==> config.mk <==
export PLATFORM = sky130hd
export DESIGN_NAME = pong_board
export DESIGN_NICKNAME = d
export VERILOG_FILES = /design/src/source/link_pkg.sv /design/src/source/game_pkg.sv /design/src/source/ball_link_if.sv /design/src/source/pong_board.sv /design/src/source/frame_framer.sv /design/src/source/ball_controller.sv /design/src/source/frame_deframer.sv
export SDC_FILE = /design/constraint.sdc
export NUM_CORES = 1
export LEC_CHECK = 0
export BUFFER_PORTS_ARGS = -buffer_cell sky130_fd_sc_hd__buf_4
export CAP_MARGIN = 20
export CORE_MARGIN = 2
export CORE_UTILIZATION = 62
export DETAILED_ROUTE_END_ITERATION = 16
export HOLD_SLACK_MARGIN = 0.08
export PLACE_DENSITY_LB_ADDON = 0.15
export SYNTH_ARGS = -nofsm -noshare
export SYNTH_HDL_FRONTEND = slang
export SYNTH_HIERARCHICAL = 1
export SYNTH_SLANG_ARGS = --single-unit
export TNS_END_PERCENT = 50
==> constraint.sdc <==
create_clock -name clk_25MHZ -period 4.7 [get_ports clk_25MHZ]
set_clock_uncertainty 0.2 [all_clocks]
set_input_delay 1.175 -clock clk_25MHZ [delete_from_list [all_inputs] [get_ports clk_25MHZ]]
set_output_delay 1.175 -clock clk_25MHZ [all_outputs]
set_load 0.02 [all_outputs]
==> src/source/link_pkg.sv <==
package link_pkg;

    typedef enum logic [1:0] {
        kind_ball = 2'd0,
        kind_lose = 2'd1,
        kind_win  = 2'd2
    } frame_kind_t;                        // code 3 is not a valid frame

    localparam int frame_bytes = 3;

    typedef struct packed {
        frame_kind_t       kind;
        logic              speed_sel;      // 1 selects the slow step period
        logic [1:0]        gravity;
        logic [9:0]        y;
        logic signed [7:0] vy;
        logic              win;
    } handoff_t;

    typedef logic [2:0][7:0] frame_t;      // index 0 is the first byte on the link

    function automatic frame_t pack_frame(handoff_t r);
        frame_t f;
        f[0] = {1'b0, r.y[9:8], r.speed_sel, r.gravity, r.kind};
        f[1] = (r.kind == kind_win) ? {7'b000_0000, r.win} : r.y[7:0];
        f[2] = r.vy;
        return f;
    endfunction

    function automatic handoff_t unpack_frame(frame_t f);
        handoff_t r;
        r.kind      = frame_kind_t'(f[0][1:0]);
        r.gravity   = f[0][3:2];
        r.speed_sel = f[0][4];
        r.y         = {f[0][6:5], f[1]};
        r.vy        = f[2];
        r.win       = (r.kind == kind_win) && f[1][0];  // byte 1 carries the flag only in a win frame
        return r;
    endfunction

endpackage

==> src/source/game_pkg.sv <==
package game_pkg;

    typedef logic [9:0] ball_coord_t;          // screen position in pixels
    typedef logic signed [9:0] ball_vel_t;     // vertical pixels per step, down is positive
    typedef logic [3:0] step_period_t;         // clock cycles between two motion steps

    localparam ball_coord_t x_step  = 10'd10;  // horizontal move per step
    localparam ball_coord_t entry_x = 10'd20;  // a received ball starts here

    localparam ball_coord_t reset_x = 10'd10;
    localparam ball_coord_t reset_y = 10'd80;

    // the far edge where an unreturned ball is lost
    localparam ball_coord_t right_limit_small = 10'd300;
    localparam ball_coord_t right_limit_large = 10'd620;

    localparam ball_coord_t y_max_small = 10'd239;  // 320x240 screen
    localparam ball_coord_t y_max_large = 10'd479;  // 640x480 screen

    localparam step_period_t step_cycles_slow = 4'd12;
    localparam step_period_t step_cycles_fast = 4'd6;

    localparam logic [9:0] return_base = 10'd12;   // divided by the paddle speed on a hit

    localparam logic [1:0] gravity_wrap = 2'd3;    // vy grows by one every fourth step

    typedef enum logic [2:0] {
        IDLE,
        RUN_RIGHT,
        RUN_LEFT,
        SEND_LOSE,
        SEND_BALL,
        AWAIT_RESULT
    } ctrl_state_t;

endpackage
==> src/source/ball_link_if.sv <==
`timescale 1ns/100ps

interface ball_link_if;

    link_pkg::handoff_t data;
    logic               valid;
    logic               ready;

    // data holds still from valid until the cycle where ready is also high
    modport sender (
        output data,
        output valid,
        input  ready
    );

    modport receiver (
        input  data,
        input  valid,
        output ready
    );

endinterface

==> src/source/pong_board.sv <==
`timescale 1ns/100ps

module pong_board (
    input  logic                  clk_25MHZ,
    input  logic                  reset,
    input  logic                  upscale,
    input  logic                  collision_detected,
    input  logic [9:0]            estimated_speed,
    input  logic [7:0]            rx_byte,
    input  logic                  rx_valid,
    output logic                  rx_ready,
    output logic [7:0]            tx_byte,
    output logic                  tx_valid,
    input  logic                  tx_ready,
    output game_pkg::ball_coord_t ball_x,
    output game_pkg::ball_coord_t ball_y,
    output logic                  moving_right,
    output logic                  game_over,
    output logic [7:0]            score,
    output logic                  you_win,
    output logic                  is_idle
);

    ball_link_if rx_link ();  // deframer to controller
    ball_link_if tx_link ();  // controller to framer

    frame_deframer u_frame_deframer (
        .clk_25MHZ (clk_25MHZ),
        .reset     (reset),
        .rx_byte   (rx_byte),
        .rx_valid  (rx_valid),
        .rx_ready  (rx_ready),
        .rec       (rx_link.sender)
    );

    ball_controller u_ball_controller (
        .clk_25MHZ          (clk_25MHZ),
        .reset              (reset),
        .upscale            (upscale),
        .collision_detected (collision_detected),
        .estimated_speed    (estimated_speed),
        .rx                 (rx_link.receiver),
        .tx                 (tx_link.sender),
        .ball_x             (ball_x),
        .ball_y             (ball_y),
        .moving_right       (moving_right),
        .game_over          (game_over),
        .score              (score),
        .you_win            (you_win),
        .is_idle            (is_idle)
    );

    frame_framer u_frame_framer (
        .clk_25MHZ (clk_25MHZ),
        .reset     (reset),
        .rec       (tx_link.receiver),
        .tx_byte   (tx_byte),
        .tx_valid  (tx_valid),
        .tx_ready  (tx_ready)
    );

endmodule

==> src/source/frame_framer.sv <==
`timescale 1ns/100ps

module frame_framer (
    input  logic          clk_25MHZ,
    input  logic          reset,
    ball_link_if.receiver rec,
    output logic [7:0]    tx_byte,
    output logic          tx_valid,
    input  logic          tx_ready
);

    link_pkg::frame_t store;
    logic [1:0]       byte_cnt;
    logic             busy;
    logic             accept;
    logic             byte_done;

    assign rec.ready = !busy;  // closed until the last byte has left
    assign accept    = rec.valid && rec.ready;
    assign byte_done = tx_valid && tx_ready;

    assign tx_valid = busy;
    assign tx_byte  = store[0];

    always_ff @(posedge clk_25MHZ or posedge reset) begin
        if (reset) begin
            busy     <= 1'b0;
            byte_cnt <= 2'd0;
        end else begin
            if (accept) begin
                busy     <= 1'b1;
                byte_cnt <= 2'd0;
            end else if (byte_done) begin
                if (byte_cnt == 2'(link_pkg::frame_bytes - 1)) begin
                    busy <= 1'b0;
                end else begin
                    byte_cnt <= byte_cnt + 2'd1;
                end
            end
        end
    end

    always_ff @(posedge clk_25MHZ) begin
        if (accept) begin
            store <= link_pkg::pack_frame(rec.data);
        end else if (byte_done) begin
            store <= {8'h00, store[2:1]};  // next byte moves down to the output slot
        end
    end

endmodule

==> src/source/ball_controller.sv <==
`timescale 1ns/100ps

module ball_controller (
    input  logic                 clk_25MHZ,
    input  logic                 reset,
    input  logic                 upscale,
    input  logic                 collision_detected,
    input  logic [9:0]           estimated_speed,
    ball_link_if.receiver        rx,
    ball_link_if.sender          tx,
    output game_pkg::ball_coord_t ball_x,
    output game_pkg::ball_coord_t ball_y,
    output logic                 moving_right,
    output logic                 game_over,
    output logic [7:0]           score,
    output logic                 you_win,
    output logic                 is_idle
);

    game_pkg::ctrl_state_t  state, state_next;
    game_pkg::ball_coord_t  ball_x_next, ball_y_next;
    game_pkg::ball_vel_t    ball_vy, ball_vy_next;
    logic [1:0]             grav_cnt, grav_cnt_next;
    game_pkg::step_period_t period, period_next;
    game_pkg::step_period_t step_cnt, step_cnt_next;
    logic [7:0]             score_next;
    logic                   game_over_next;
    logic                   you_win_next;

    game_pkg::ball_coord_t  y_max;
    game_pkg::ball_coord_t  right_limit;
    logic [9:0]             safe_speed;
    game_pkg::step_period_t ret_period;
    logic                   rx_take;
    logic                   step_now;

    game_pkg::ball_coord_t  x_step_val;
    game_pkg::ball_coord_t  y_step_val;
    game_pkg::ball_vel_t    vy_grav;
    game_pkg::ball_vel_t    vy_step_val;
    logic [1:0]             grav_step_val;
    logic signed [11:0]     y_sum;

    assign y_max       = upscale ? game_pkg::y_max_large : game_pkg::y_max_small;
    assign right_limit = upscale ? game_pkg::right_limit_large : game_pkg::right_limit_small;

    // a faster paddle swing gives a shorter step period on the way back
    assign safe_speed = (estimated_speed == 10'd0) ? 10'd1 : estimated_speed;
    assign ret_period = game_pkg::step_period_t'(game_pkg::return_base / safe_speed);

    assign rx_take  = rx.valid && rx.ready;
    assign step_now = ({1'b0, step_cnt} + 5'd1) >= {1'b0, period};

    assign rx.ready     = (state == game_pkg::IDLE) || (state == game_pkg::AWAIT_RESULT);
    assign is_idle      = rx.ready;
    assign moving_right = (state == game_pkg::RUN_RIGHT);

    // one motion step, y uses the velocity from before gravity is applied
    always_comb begin
        if (grav_cnt == game_pkg::gravity_wrap) begin
            vy_grav       = ball_vy + 10'sd1;
            grav_step_val = 2'd0;
        end else begin
            vy_grav       = ball_vy;
            grav_step_val = grav_cnt + 2'd1;
        end

        y_sum = $signed({2'b00, ball_y}) + $signed({{2{ball_vy[9]}}, ball_vy});

        if (y_sum >= $signed({2'b00, y_max})) begin
            y_step_val  = y_max;
            vy_step_val = -vy_grav;
        end else if (y_sum <= 12'sd0) begin
            y_step_val  = 10'd0;
            vy_step_val = -vy_grav;
        end else begin
            y_step_val  = y_sum[9:0];
            vy_step_val = vy_grav;
        end

        if (moving_right) begin
            x_step_val = ball_x + game_pkg::x_step;
        end else if (ball_x > game_pkg::x_step) begin
            x_step_val = ball_x - game_pkg::x_step;
        end else begin
            x_step_val = 10'd0;
        end
    end

    always_comb begin
        state_next     = state;
        ball_x_next    = ball_x;
        ball_y_next    = ball_y;
        ball_vy_next   = ball_vy;
        grav_cnt_next  = grav_cnt;
        period_next    = period;
        step_cnt_next  = step_cnt;
        score_next     = score;
        game_over_next = 1'b0;
        you_win_next   = you_win;

        case (state)
            game_pkg::IDLE, game_pkg::AWAIT_RESULT: begin
                if (rx_take) begin
                    state_next = game_pkg::IDLE;
                    if (rx.data.kind == link_pkg::kind_ball) begin
                        state_next    = game_pkg::RUN_RIGHT;
                        ball_x_next   = game_pkg::entry_x;
                        ball_y_next   = rx.data.y;
                        ball_vy_next  = {{2{rx.data.vy[7]}}, rx.data.vy};
                        grav_cnt_next = rx.data.gravity;
                        period_next   = rx.data.speed_sel ? game_pkg::step_cycles_slow
                                                          : game_pkg::step_cycles_fast;
                        step_cnt_next = 4'd0;
                    end else if (rx.data.kind == link_pkg::kind_win) begin
                        you_win_next = you_win || rx.data.win;
                    end
                end
            end

            game_pkg::RUN_RIGHT: begin
                if (collision_detected) begin
                    state_next    = game_pkg::RUN_LEFT;
                    period_next   = ret_period;
                    step_cnt_next = 4'd0;
                end else if (ball_x >= right_limit) begin
                    state_next = game_pkg::SEND_LOSE;  // the player missed
                end else if (step_now) begin
                    ball_x_next   = x_step_val;
                    ball_y_next   = y_step_val;
                    ball_vy_next  = vy_step_val;
                    grav_cnt_next = grav_step_val;
                    step_cnt_next = 4'd0;
                end else begin
                    step_cnt_next = step_cnt + 4'd1;
                end
            end

            game_pkg::RUN_LEFT: begin
                if (ball_x == 10'd0) begin
                    state_next = game_pkg::SEND_BALL;  // ball crosses to the opponent
                    score_next = score + 8'd1;
                end else if (step_now) begin
                    ball_x_next   = x_step_val;
                    ball_y_next   = y_step_val;
                    ball_vy_next  = vy_step_val;
                    grav_cnt_next = grav_step_val;
                    step_cnt_next = 4'd0;
                end else begin
                    step_cnt_next = step_cnt + 4'd1;
                end
            end

            game_pkg::SEND_LOSE: begin
                if (tx.ready) begin
                    state_next     = game_pkg::IDLE;
                    game_over_next = 1'b1;
                end
            end

            game_pkg::SEND_BALL: begin
                if (tx.ready) begin
                    state_next = game_pkg::AWAIT_RESULT;
                end
            end

            default: begin
                state_next = game_pkg::IDLE;
            end
        endcase
    end

    always_ff @(posedge clk_25MHZ or posedge reset) begin
        if (reset) begin
            state     <= game_pkg::IDLE;
            ball_x    <= game_pkg::reset_x;
            ball_y    <= game_pkg::reset_y;
            ball_vy   <= 10'sd0;
            grav_cnt  <= 2'd0;
            period    <= game_pkg::step_cycles_slow;
            step_cnt  <= 4'd0;
            score     <= 8'd0;
            game_over <= 1'b0;
            you_win   <= 1'b0;
        end else begin
            state     <= state_next;
            ball_x    <= ball_x_next;
            ball_y    <= ball_y_next;
            ball_vy   <= ball_vy_next;
            grav_cnt  <= grav_cnt_next;
            period    <= period_next;
            step_cnt  <= step_cnt_next;
            score     <= score_next;
            game_over <= game_over_next;
            you_win   <= you_win_next;
        end
    end

    // ball registers do not move in the send states, so the record stays stable
    assign tx.valid = (state == game_pkg::SEND_LOSE) || (state == game_pkg::SEND_BALL);

    always_comb begin
        tx.data.kind      = (state == game_pkg::SEND_LOSE) ? link_pkg::kind_lose
                                                           : link_pkg::kind_ball;
        tx.data.speed_sel = 1'b1;  // returned balls always travel slow
        tx.data.gravity   = grav_cnt;
        tx.data.y         = ball_y;
        tx.data.vy        = ball_vy[7:0];
        tx.data.win       = 1'b0;
    end

endmodule

==> src/source/frame_deframer.sv <==
`timescale 1ns/100ps

module frame_deframer (
    input  logic        clk_25MHZ,
    input  logic        reset,
    input  logic [7:0]  rx_byte,
    input  logic        rx_valid,
    output logic        rx_ready,
    ball_link_if.sender rec
);

    link_pkg::frame_t store;
    logic [1:0]       byte_cnt;
    logic             rec_valid;
    logic             take;
    logic [1:0]       first_kind;
    logic             known_kind;

    assign rx_ready = !rec_valid;  // only one frame is held at a time
    assign take     = rx_valid && rx_ready;

    // byte 0 has moved down to index 1 when the third byte arrives
    assign first_kind = store[1][1:0];
    assign known_kind = (first_kind == link_pkg::kind_ball) ||
                        (first_kind == link_pkg::kind_lose) ||
                        (first_kind == link_pkg::kind_win);

    always_ff @(posedge clk_25MHZ or posedge reset) begin
        if (reset) begin
            byte_cnt  <= 2'd0;
            rec_valid <= 1'b0;
        end else begin
            if (rec_valid && rec.ready) begin
                rec_valid <= 1'b0;
            end
            if (take) begin
                if (byte_cnt == 2'(link_pkg::frame_bytes - 1)) begin
                    byte_cnt  <= 2'd0;
                    rec_valid <= known_kind;  // unknown kinds are dropped here
                end else begin
                    byte_cnt <= byte_cnt + 2'd1;
                end
            end
        end
    end

    always_ff @(posedge clk_25MHZ) begin
        if (take) begin
            store <= {rx_byte, store[2:1]};  // new bytes enter at the top
        end
    end

    assign rec.valid = rec_valid;
    assign rec.data  = link_pkg::unpack_frame(store);  // store is frozen while rec_valid is high

endmodule

# Word-level counts from Yosys, hierarchy flattened

Index checks and enable logic that the tools add are counted.

Register bits after elaboration: 106
Latch bits: 0
RAM bits: 0
Memory bits (read-only): 0
Output and inout bits: 42
Memories: 0

$add $sub $neg: 11
Multipliers: 0
Div/mod/pow operators: 1
Magnitude comparators: 5
Eq/ne operators: 24
Shift-type cells: 0
Multiplexer cells: 75
Bitwise operators: 1
Reduce and logical (&&, ||, !) cells: 30

Operators with widths:

| kind                  | number |
|---|---|
| $mux 10               | 27 |
| $pmux 10 s3           | 3 |
| $mux 24               | 2 |
| $mux 4                | 10 |
| $mux 2                | 11 |
| $logic_not 10->1      | 2 |
| $mux 3                | 6 |
| $pmux 3 s5            | 1 |
| $add 11x10->12        | 1 |
| $ge 12x11->1          | 1 |
| $le 12x1->1 const B   | 1 |
| $ne 2x2->1 const B    | 6 |
| $pmux 4 s3            | 1 |
| $add 10x2->10 const B | 1 |
| $add 10x4->10 const B | 1 |
| $div 4x10->10 const A | 1 |
| $eq 2x2->1 const B    | 5 |
| $ge 10x10->1          | 1 |
| $gt 10x4->1 const B   | 1 |
| $mux 1                | 10 |
| $neg 10->10           | 1 |
| $reduce_and 5->1      | 2 |
| $sub 10x4->10 const B | 1 |
| $mux 9                | 1 |
| other kinds (28)      | 50 |

# Longest topological paths before layout

Gate-level depths: netlist (run 1).

Depth in word-level cells: 9
Mapped depth: 68
Depth with buffers taken out: 63

# By module

Netlist (run 1), hierarchy kept.

By module, submodules not included:

| module          | times used | cells each | area an instance (µm²) | seq. area each (µm²) |
|---|---|---|---|---|
| ball_controller | 1          | 833        | 6572.6                 | 1308.8 |
| frame_framer    | 1          | 83         | 1206.2                 | 785.8 |
| frame_deframer  | 1          | 38         | 859.6                  | 765.7 |

# Worst setup path after synthesis (run 1)

OpenSTA, ideal clock, no wires.

Path type: input to register
Start point: input estimated_speed[6]
End point: register u_ball_controller.period[0]
Data arrival time: 12.974 ns
Path slack: -8.595 ns
Cell stages on the path: 66
Cells stage by stage: nor4_4 -> a31o_1 -> buf_6 -> inv_4 -> ha_1 -> clkbuf_1 -> a21oi_1 -> nor3b_1 -> ha_1 -> o21a_1 -> o21ai_0 -> and2_1 -> clkbuf_1 -> a31oi_1 -> a21oi_1 -> ha_1 -> o21a_1 -> o21ai_1 -> [... 30 more ...] -> o21ai_0 -> a21boi_0 -> o21ai_0 -> a211oi_1 -> clkbuf_1 -> inv_1 -> o31ai_1 -> ha_1 -> a21o_1 -> a21o_1 -> a21o_1 -> a21oi_1 -> nor2b_1 -> o21ai_0 -> nand2b_1 -> a21oi_1 -> o31ai_1 -> a32o_1

Word-level cells in the longest chain between the ends: 5

RTL lines:

| item                 | line                   | text |
|---|---|---|
| start, declared      | pong_board.sv:8        | `input logic [9:0] estimated_speed,` |
| $logic_not 10->1     | ball_controller.sv:48  | `assign safe_speed = (estimated_speed == 10'd0) ? 10'd1 : estimated_speed;` |
| $mux 10 *            | ball_controller.sv:48  |  |
| $div 4x10->10 *      | ball_controller.sv:49  | `assign ret_period = game_pkg::step_period_t'(game_pkg::return_base / safe_speed);` |
| $mux 4 *             | ball_controller.sv:122 | `if (collision_detected) begin` |
| $pmux 4 s2 *         | ball_controller.sv:102 | `case (state)` |
| end signal, assigned | ball_controller.sv:180 | `period <= game_pkg::step_cycles_slow;` |
| end signal, assigned | ball_controller.sv:191 | `period <= period_next;` |
| end, declared        | ball_controller.sv:24  | `game_pkg::step_period_t period, period_next;` |

Mark *: on every way between the ends. The rest lies on a longest branch, timed or not. The select of a mux whose other input is x is not followed.
A chain may end at the register's enable or synchronous reset.

# Worst setup path after layout (run 1)

Start point: input estimated_speed[8]
End point: register u_ball_controller.period[0]

Same word-level chain as after synthesis.

==> impl_metrics.ini, run 1 <==
[timing]
period_share = 2.63
maxSlewViolCount = 0
period_minus_slack_ns = 12.37
maxSlewHeadroom = 0.364
finalSetupViolCount = 4
fmaxAchievable_ghz = 0.0808
hold_violations = 0
fin_ws_ns = -7.67
tightest_slew_ns = 0.952
rsz0062_at_grt = yes

[worst_setup_path]
ff2ff_setup_slack_ns = 0.54
critPathMaxFanout = 6
slowest_delay_ns = 0.37
cp_data_required_time_ns = 4.74
worstSetupPathType = primary input to flip-flop
crit_slowest_cell = nor3b_1
crit_arrival_ns = 12.41
cpMostUsedCell = buf_4
cp-start-kind = primary input
critPathCaptureType = flip-flop

[route]
vias = 8340
wl_um = 25100
first_iter_violations = 828
ant_nets = 0
wl_per_cell_um = 18.8
drc_errors = 0
via_per_inst = 6.24
firstDrtPassIters = 6

[die]
dieArea_sq_um = 14900
ios = 66
core-area_sq_um = 13700
start_util = 0.630
die_w_um = 122
fp.dieH_um = 122
std_cell_rows = 43

[clock_network]
insertion_delay_ns = 0.36
ctsHoldBuffers = 0
htree_levels = 3
cts_sinks = 105
cts_buffers = 9
cts_tree = built
cts-root-buf = clkbuf_16
clkTransAtPathRegs_ns = 0.07
cts_buffer_depth = 2

[global_route]
first_global_vias = 8032
grt_pass1_wl_um = 39400
grt_usage = 0.334
grt_max_degree = 43
gr-total-overflow = 0
antenna_found_initial = 0

[power]
total_power_uw = 5850
peakVddDrop_uv = 310
p_leak_uw = 0.00504
p_per_area_nw_per_um2 = 531

[yosys]
synth_ff_type = dfrtp_1
yosysWarnings = 6
synthCells = 954
synth_seq_area_share = 0.331
yosysTopAreaCellShare = 0.160
syn_area_sq_um = 8640
yosysTopAreaCell = edfxtp_1
yosysMostFrequentCell = ha_1
synthTopCellsByArea = edfxtp_1 16%, dfrtp_1 15%, ha_1 11%, o21ai_0 3.7%, nor2_1 3.1%
ys_seq_elements = 105
synth_edf_count = 46
synthArstFlopShare = 0.552
yosys-top-cells-count = 75 x ha_1, 71 x nor2_1, 66 x nand2_1
synth_cell_types = 97
post_synth.cell_area_avg_sq_um = 9.05

[worst_hold_path]
hp-class = flip-flop to flip-flop

[placement]
hpwl_um = 16200
place.gp.congestion = 0.961
portBuffers = 64
post_dp_cell_area_sq_um = 10000

[final_layout]
drive_gt1_frac = 0.317
nets = 1252
area_growth_pct = 27.4
nFillCells = 888
n_antenna_cell = 0
finalInstanceArea_sq_um = 11000

[run_status]
violations = setup timing
status = complete, but fails checks

[job]
cap_violations = 0
[per-stage QoR]
| step | hold WS [ns] | cells | utilization | TNS (ns) | setup WS, ns |
|---|---|---|---|---|---|
| 2_1_floorplan | 0.217 | 956 | - | -20.80 | -7.58 |
| 3_3_place_gp | 0.222 | 1259 | 0.730 | -21.62 | -7.66 |
| 3_5_place_dp | 0.235 | 1259 | 0.730 | -22.72 | -8.07 |
| 4_1_cts | 0.253 | 1329 | 0.794 | -18.63 | -6.84 |
| 5_1_grt | 0.257 | 1337 | 0.802 | -22.78 | -8.14 |
| 6_report | 0.257 | 1337 | 0.802 | -21.31 | -7.67 |
[layout make-up]
class | count | area [sq um] | share of cell area
well taps | 180 | 225 | 0.0205
repair buffers | 252 | 1930 | 0.176
flip-flops and latches | 105 | 2860 | 0.260
multi-input cells | 730 | 5490 | 0.498
clock buffers | 9 | 225 | 0.0205
clock inverters | 7 | 65.1 | 0.00591
inverters | 54 | 215 | 0.0195
[layer usage]
| metal | vias to the layer above | routed length [um] | GRT usage |
|---|---|---|---|
| met3 | 103 | 1820 | 0.0492 |
| li1 | 3867 | - | - |
| met1 | 3969 | 10500 | 0.432 |
| met4 | 0 | 984 | 0.140 |
| met2 | 401 | 11900 | 0.559 |
| met5 | - | 0 | 0 |
[layout by cell type, fill, tap and decap left out, drive strengths merged, types with 17 or more instances in the layout]
| cell type | n |
|---|---|
| o21a | 18 |
| buf | 252 |
| xnor2 | 30 |
| a22o | 17 |
| inv | 56 |
| nor3 | 28 |
| nand2 | 67 |
| a21oi | 50 |
| nand2b | 17 |
| ha | 75 |
| dfrtp | 52 |
| o21ai | 76 |
| nand3 | 23 |
| edfxtp | 46 |
| nor2 | 72 |
| mux2 | 21 |
| and2 | 19 |
[logic make-up (layout without fill, tap and decap cells)]
kind of cell,Yosys count,count (layout),share of synthesized area
buffers and inverters,121,322,0.0718
xor gates and xnor gates,46,46,0.0466
other,2,4,0.000869
muxes,36,36,0.0456
DFF,105,105,0.331
adders and majority gates,76,76,0.111
and+or+nand+nor,290,290,0.175
AOI/OAI and AO/OA,278,278,0.218
[report_power, final]
| group | total (uW) | leakage, uW | internal [uW] | switching [uW] |
|---|---|---|---|---|
| clock network | 730 | 0.000138 | 370 | 360 |
| logic | 3470 | 0.00371 | 1420 | 2050 |
| registers | 1640 | 0.00118 | 1310 | 335 |
[path summary, 6_finish.rpt]
check,start,endpoint,cells past startpoint
setup / recovery,estimated_speed[8],u_ball_controller/period[0],64
hold / removal,u_frame_deframer/rec.data[11],u_frame_deframer/rec.data[19],0
setup reg to reg,u_ball_controller/ball_y[0],u_ball_controller/ball_y[4],13
hold reg to reg,u_frame_deframer/rec.data[11],u_frame_deframer/rec.data[19],0
max in group asynchronous,reset,u_ball_controller/ball_x[3],3
min in group asynchronous,reset,u_frame_framer/tx_valid,2
[critical path, delay by kind of cell]
family,cells,cell delay (ns)
AND/OR/NAND/NOR,9,1.72
AO/OA/AOI/OAI,31,5.07
multiplexers,3,0.71
adder cells (fa/ha/maj),7,1.90
buffers and inverters,14,1.81
[repair_timing]
action,4_1_cts,5_1_grt
resized for setup,43,14
setup buffers,54,8
pin swaps,44,11
endpoints found under the setup margin,4,4
[sequential cells by signal (all words and copies together), names as in the netlist]
| signal | count |
|---|---|
| u_ball_controller/ball_vy | 10 |
| u_frame_deframer/rec.data | 23 |
| u_ball_controller/ball_x | 9 |
| u_frame_deframer/rec.valid | 1 |
| u_ball_controller/you_win | 1 |
| u_frame_framer/byte_cnt | 2 |
| u_ball_controller/score | 8 |
| u_frame_framer/tx_valid | 1 |
| u_frame_framer/store | 16 |
| u_frame_framer/tx_byte | 8 |
| u_ball_controller/ball_y | 10 |
| u_ball_controller/grav_cnt | 2 |
| u_ball_controller/period | 4 |
| u_ball_controller/state | 3 |
| u_ball_controller/game_over | 1 |
| u_ball_controller/step_cnt | 4 |
| u_frame_deframer/byte_cnt | 2 |
Note: power is estimated with default switching activity, not from simulation.
==> run 2, diff against run 1 <==
--- a/config.mk
+++ b/config.mk
@@ -8,12 +8,11 @@
 export BUFFER_PORTS_ARGS = -buffer_cell sky130_fd_sc_hd__buf_4
 export CAP_MARGIN = 20
 export CORE_MARGIN = 2
-export CORE_UTILIZATION = 62
+export CORE_UTILIZATION = 56
 export DETAILED_ROUTE_END_ITERATION = 16
 export HOLD_SLACK_MARGIN = 0.08
 export PLACE_DENSITY_LB_ADDON = 0.15
 export SYNTH_ARGS = -nofsm -noshare
 export SYNTH_HDL_FRONTEND = slang
-export SYNTH_HIERARCHICAL = 1
 export SYNTH_SLANG_ARGS = --single-unit
 export TNS_END_PERCENT = 50
==> constraint.sdc (replaced) <==
create_clock -name clk_25MHZ -period 11.07 [get_ports clk_25MHZ]
set_clock_uncertainty 0.2 [all_clocks]
set_input_delay 2.7675 -clock clk_25MHZ [delete_from_list [all_inputs] [get_ports clk_25MHZ]]
set_output_delay 2.7675 -clock clk_25MHZ [all_outputs]
set_load 0.02 [all_outputs]
==> run 2 against run 1 <==
Net effect:
- the flow still finishes with violations (setup timing)
- register-to-register slack better by 6.0 ns
- sequential power is 55% lower
- final cell count is 0.75% lower
- critical path type unchanged
- highest routed layer unchanged
==> impl_metrics.ini, run 2 <==
[timing]
finalSetupViolCount = 2
rsz0062_at_grt = yes
fin_ws_ns = -2.40
fmaxAchievable_ghz = 0.0743
maxSlewHeadroom = 0.293
tightest_slew_ns = 1.06
period_share = 1.22
maxSlewViolCount = 0
hold_violations = 0
finalSetupTns_ns = -3.57
timing.hold.ws_ns = 0.249
period_minus_slack_ns = 13.47

[yosys]
synth_seq_area_share = 0.341
yosys-top-cells-count = 77 x nand2_1, 75 x ha_1, 71 x nor2_1
synthXorXnorAreaFrac = 0.0419
synth_cell_types = 76
yosysTopAreaCell = edfxtp_1
synthArstFlopShare = 0.552
yosysMostFrequentCell = nand2_1
post_synth.cell_area_avg_sq_um = 8.86
muxShareOfSynthArea = 0.0220
synthTopCellsByArea = edfxtp_1 16%, dfrtp_1 16%, ha_1 11%, a21oi_1 4.0%, o21ai_0 3.5%
yosysTopAreaCellShare = 0.162
synth_ff_type = dfrtp_1
synthAdderAreaFrac = 0.115
syn_area_sq_um = 8360
synth-simple-area-share = 0.191
synth_edf_count = 45
synth_compound_area_frac = 0.235
ys_seq_elements = 105
synth_top_family_by_area = compound AO/OA/AOI/OAI gates
synth.net_count = 1043
synthCells = 943
yosysWarnings = 0

[worst_setup_path]
crit_arrival_ns = 13.47
cp_top_family = compound AO/OA/AOI/OAI gates
ff2ff_setup_slack_ns = 6.54
regToRegEndpoint = u_ball_controller.ball_y[7]
worstSetupPathType = primary input to flip-flop
critPathBufInv = 6
cp-start-kind = primary input
slowest_delay_ns = 0.40
timing.rr.start = u_ball_controller.ball_vy[0]
cp_data_required_time_ns = 11.07
critPathMaxFanout = 6
crit_slowest_cell = nor4_4
reg2regPathDepth = 14
cpMostUsedCell = o21a_1
critPathCaptureType = flip-flop

[clock_network]
cts_tree = built
cts_sinks = 105
insertion_delay_ns = 0.35
cts_buffer_depth = 2
cts_buffers = 9
cts-root-buf = clkbuf_16
clkTransAtPathRegs_ns = 0.08
htree_levels = 3
ctsHoldBuffers = 0

[global_route]
antenna_found_initial = 0
grt_pass1_wl_um = 38300
grt_usage = 0.294
gr-total-overflow = 0
grt_max_degree = 59
first_global_vias = 7750

[die]
start_util = 0.575
die_w_um = 126
core-area_sq_um = 14500
fp.dieH_um = 126
ios = 66
std_cell_rows = 44
dieArea_sq_um = 15900

[route]
vias = 8094
wl_per_cell_um = 18.0
ant_nets = 0
via_per_inst = 6.10
first_iter_violations = 664
drc_errors = 0
firstDrtPassIters = 5
wl_um = 23800

[final_layout]
finalInstanceArea_sq_um = 10900
drive_gt1_frac = 0.306
final_cell_mix = 230 x buf_4, 76 x nand2_1, 71 x nor2_1
nets = 1238
area_growth_pct = 30.6
largest_reg_flops = 23
n_antenna_cell = 0
mostFrequentLayoutCell = buf_4

[run_status]
violations = setup timing
status = complete, but fails checks

[power]
peakVddDrop_uv = 186
total_power_uw = 2520
p_per_area_nw_per_um2 = 231
p_leak_uw = 0.00489

[worst_hold_path]
min_path_cells = 0
min_to = u_frame_deframer.rec.data[10]
hp-class = flip-flop to flip-flop
hp-start = u_frame_deframer.rec.data[2]

[placement]
pre_cts_slack_ns = -2.79
portBuffers = 64
post_dp_cell_area_sq_um = 10100
place.gp.congestion = 0.941
hpwl_um = 16800

[job]
cap_violations = 0
run 2: cell count changes in the layout (fill, tap and decap cells not counted), sizes merged, moves of 9 or more:
cell | previous run | this run
a21oi | 50 | 66
buf | 252 | 237
inv | 56 | 45
mux2 | 21 | 11
mux2i | 15 | 6
nand2 | 67 | 77
o21ai | 76 | 59
run 2: report_power, final:
group | leakage [uW] | internal, uW | switching, uW
clock network | 0.000144 | 158 | 157
logic | 0.00357 | 580 | 895
registers | 0.00117 | 567 | 166
run 2: cell families after synthesis:
logic type	count (synthesis)
adder cells (fa/ha/maj)	76
flip-flops	105
AND/OR/NAND/NOR	317
multiplexers	17
buffers and inverters	95
other	1
AO/OA/AOI/OAI	292
XOR/XNOR	40
run 2: worst register-to-register path: stages, from the launching register on:
cell and delay [ns]:
dfrtp_1 0.49, ha_1 0.29, fa_1 0.44, a21o_1 0.20
o2bb2ai_1 0.18, o41ai_1 0.35, xnor2_1 0.25, ha_1 0.31
o221ai_1 0.09, a211oi_1 0.07, a211oi_1 0.33, buf_4 0.25
nand2_1 0.09, a221oi_2 0.59, o221ai_1 0.25
run 2: worst max-delay path by stage:
stage                        from                          end  cells after the start
2_1_floorplan  estimated_speed[8]  u_ball_controller.period[0]                     57
3_3_place_gp   estimated_speed[8]  u_ball_controller.period[0]                     54
3_5_place_dp   estimated_speed[8]  u_ball_controller.period[0]                     55
4_1_cts        estimated_speed[7]  u_ball_controller.period[0]                     57
5_1_grt        estimated_speed[8]  u_ball_controller.period[0]                     58
6_report       estimated_speed[8]  u_ball_controller.period[0]                     58
run 2: through the flow:
step	util	cells
4_1_cts	0.740	1315
5_1_grt	0.751	1327
6_report	0.751	1327
3_3_place_gp	0.692	1269
3_5_place_dp	0.692	1269
2_1_floorplan	-	943
run 2: metal layers:
layer  vias to the layer above  share of wire  GRT usage
met1                      3859           0.46      0.413
met2                       266           0.47      0.482
met4                         0          0.022     0.0814
met3                        48          0.049     0.0357
li1                       3921              -          -
met5                         -              0          0
run 2: final cells by class:
cell class	instances	area [sq um]
Inverter	42	160
Timing Repair Buffer	237	1820
Clock inverter	7	65.1
Multi-Input combinational cell	743	5560
Clock buffer	9	225
Tap cell	184	230
Sequential cell	105	2850
Fill cell	1052	3620
run 2: repair_timing:
item	CTS	global route
endpoints found under the setup margin	2	2
hold endpoints to repair	0	0
setup buffers	30	11
cloned	0	0
gates resized for setup	35	14
pin swaps	51	51
==> run 3, diff against run 2 <==
--- a/config.mk
+++ b/config.mk
@@ -5,11 +5,11 @@
 export SDC_FILE = /design/constraint.sdc
 export NUM_CORES = 1
 export LEC_CHECK = 0
-export BUFFER_PORTS_ARGS = -buffer_cell sky130_fd_sc_hd__buf_4
 export CAP_MARGIN = 20
 export CORE_MARGIN = 2
-export CORE_UTILIZATION = 56
+export CORE_UTILIZATION = 59
 export DETAILED_ROUTE_END_ITERATION = 16
+export DONT_BUFFER_PORTS = 1
 export HOLD_SLACK_MARGIN = 0.08
 export PLACE_DENSITY_LB_ADDON = 0.15
 export SYNTH_ARGS = -nofsm -noshare
==> run 3 against run 2 <==
Net effect:
- the flow still finishes with violations (setup timing)
- final cell count decreased by 5.4%
- worst setup slack improved by 0.14 ns
- maximum frequency increased by 1.1%
- hold slack got worse by 0.0010 ns
- total power decreased by 3.1%
- routed wire length increased by 3.2%
- combinational power decreased by 9.5%
- design area decreased by 4.3%
- non-clock buffer count decreased by 68
- sequential cell count unchanged
- largest cell class unchanged
- largest power group unchanged
- highest routed layer unchanged
==> impl_metrics.ini, run 3 (synthesis gave the netlist of run 2 again) <==
[power]
p_leak_uw = 0.00454
p_int_uw = 1240
p_per_area_nw_per_um2 = 234
switchingPower_uw = 1200
clkPwrFrac = 0.127
seqPwrFrac = 0.328
total_power_uw = 2440
swShare = 0.492
power_frac_comb = 0.545
peakVddDrop_uv = 187

[timing]
fmaxAchievable_ghz = 0.0751
period_minus_slack_ns = 13.32
period_share = 1.20
finalSetupTns_ns = -3.44
hold_violations = 0
tightest_slew_ns = 1.03
rsz0062_at_grt = yes
maxSlewViolCount = 0
maxSlewHeadroom = 0.314
finalSetupViolCount = 2
fin_ws_ns = -2.25

[worst_hold_path]
hp-class = flip-flop to flip-flop
hp-start = u_frame_deframer.rec.data[13]
min_path_cells = 0
min_to = u_frame_deframer.rec.data[21]

[clock_network]
cts_buffers = 9
cts_sinks = 105
cts_buffer_depth = 2
htree_levels = 3
clkTransAtPathRegs_ns = 0.08
cts_tree = built
insertion_delay_ns = 0.35
cts-root-buf = clkbuf_16

[worst_setup_path]
crit_arrival_ns = 13.31
critPathCaptureType = flip-flop
critPathMaxFanout = 5
timing.rr.start = u_ball_controller.ball_y[1]
regToRegEndpoint = u_ball_controller.ball_vy[1]
cp-start-kind = primary input
reg2regPathDepth = 14
slowest_delay_ns = 0.40
cp_top_family = compound AO/OA/AOI/OAI gates
crit_slowest_cell = a311oi_2
ff2ff_setup_slack_ns = 6.23
critPathBufInv = 3
cp_data_required_time_ns = 11.06
cpMostUsedCell = o21a_1
crit_start = estimated_speed[8]
worst-path-stages = 55
worstSetupPathType = primary input to flip-flop

[die]
fp.dieH_um = 123
ios = 66
std_cell_rows = 43
dieArea_sq_um = 15100
die_w_um = 123
core-area_sq_um = 13900
start_util = 0.602

[global_route]
grt_usage = 0.323
gr-total-overflow = 0
grt_pass1_wl_um = 38800
grt_max_degree = 54
antenna_found_initial = 0
first_global_vias = 7949

[run_status]
status = complete, but fails checks
violations = setup timing

[placement]
place.gp.congestion = 0.944
hpwl_um = 17500
portBuffers = 0

[final_layout]
area_growth_pct = 25.0
largest_reg_flops = 23
mostFrequentLayoutCell = buf_4
final_cell_mix = 161 x buf_4, 73 x nand2_1, 68 x nor2_1
nets = 1170
drive_gt1_frac = 0.271
nFillCells = 951
n_antenna_cell = 0

[route]
met1Wirelength_um = 10400
drc_errors = 0
dr_wl_met2_um = 11900
via_per_inst = 6.46
wl_per_cell_um = 19.6
wl_um = 24600
highest_layer = met4
ant_nets = 0
firstDrtPassIters = 5
routed-wl-met3_um = 1760
first_iter_violations = 730
vias = 8104

[job]
cap_violations = 0
-- run 3: changes by cell type in the layout (fill, tap and decap cells not counted), moves of 2 or more --
cell	delta
ha_1	-3
o21ai_1	-4
nor2_2	+3
o21ai_2	+3
clkinv_4	-2
nand2_1	-3
buf_6	+2
nand2_2	+3
buf_4	-69
ha_4	+3
nor2_1	-3
-- run 3: final cells by class --
type	count	area, sq um	share of cell area
flip-flops and latches	105	2850	0.273
repair buffers	169	1300	0.124
well taps	180	225	0.0216
inverters	42	160	0.0153
multi-input cells	743	5630	0.539
clock inverters	5	35.0	0.00335
clock buffers	11	254	0.0243
-- run 3: worst max-delay path by stage --
stage | slack (ns) | endpoint
3_5_place_dp | -2.70 | u_ball_controller.period[0]
2_1_floorplan | -2.48 | u_ball_controller.period[0]
3_3_place_gp | -2.25 | u_ball_controller.period[0]
5_1_grt | -2.60 | u_ball_controller.period[0]
4_1_cts | -1.81 | u_ball_controller.period[0]
6_report | -2.25 | u_ball_controller.period[0]
-- run 3: what timing repair did --
action | CTS | global route
endpoints found under the setup margin | 2 | 2
hold endpoints to repair | 0 | 0
gates resized for setup | 44 | 15
cloned | 0 | 0
hold buffers | 0 | 0
buffers inserted | 31 | 12
pin swaps | 53 | 41
-- run 3: layer usage --
layer  global-route usage  vias to the layer above
met5                    0                        -
met4               0.0788                        0
met3               0.0595                       72
met2                0.553                      355
met1                0.424                     3889
li1                     -                     3788
-- run 3: power by group through the flow --
stage,Sequential (uW),Combinational (uW),Clock (uW)
6_report,801,1330,311
5_1_grt,818,1470,328
4_1_cts,797,1280,314
3_5_place_dp,804,1270,0
3_3_place_gp,797,1210,0
2_1_floorplan,684,1100,0
-- run 3: per-stage QoR --
stage          instance area (sq um)  hold WS, ns  setup slack (ns)  instances  utilization
2_1_floorplan                   8680        0.208             -2.48        943            -
3_5_place_dp                    9510        0.229             -2.70       1194        0.685
5_1_grt                        10400        0.270             -2.60       1255        0.753
6_report                       10400        0.248             -2.25       1255        0.753
4_1_cts                        10300        0.245             -1.81       1241        0.739
3_3_place_gp                    9510        0.231             -2.25       1194        0.685
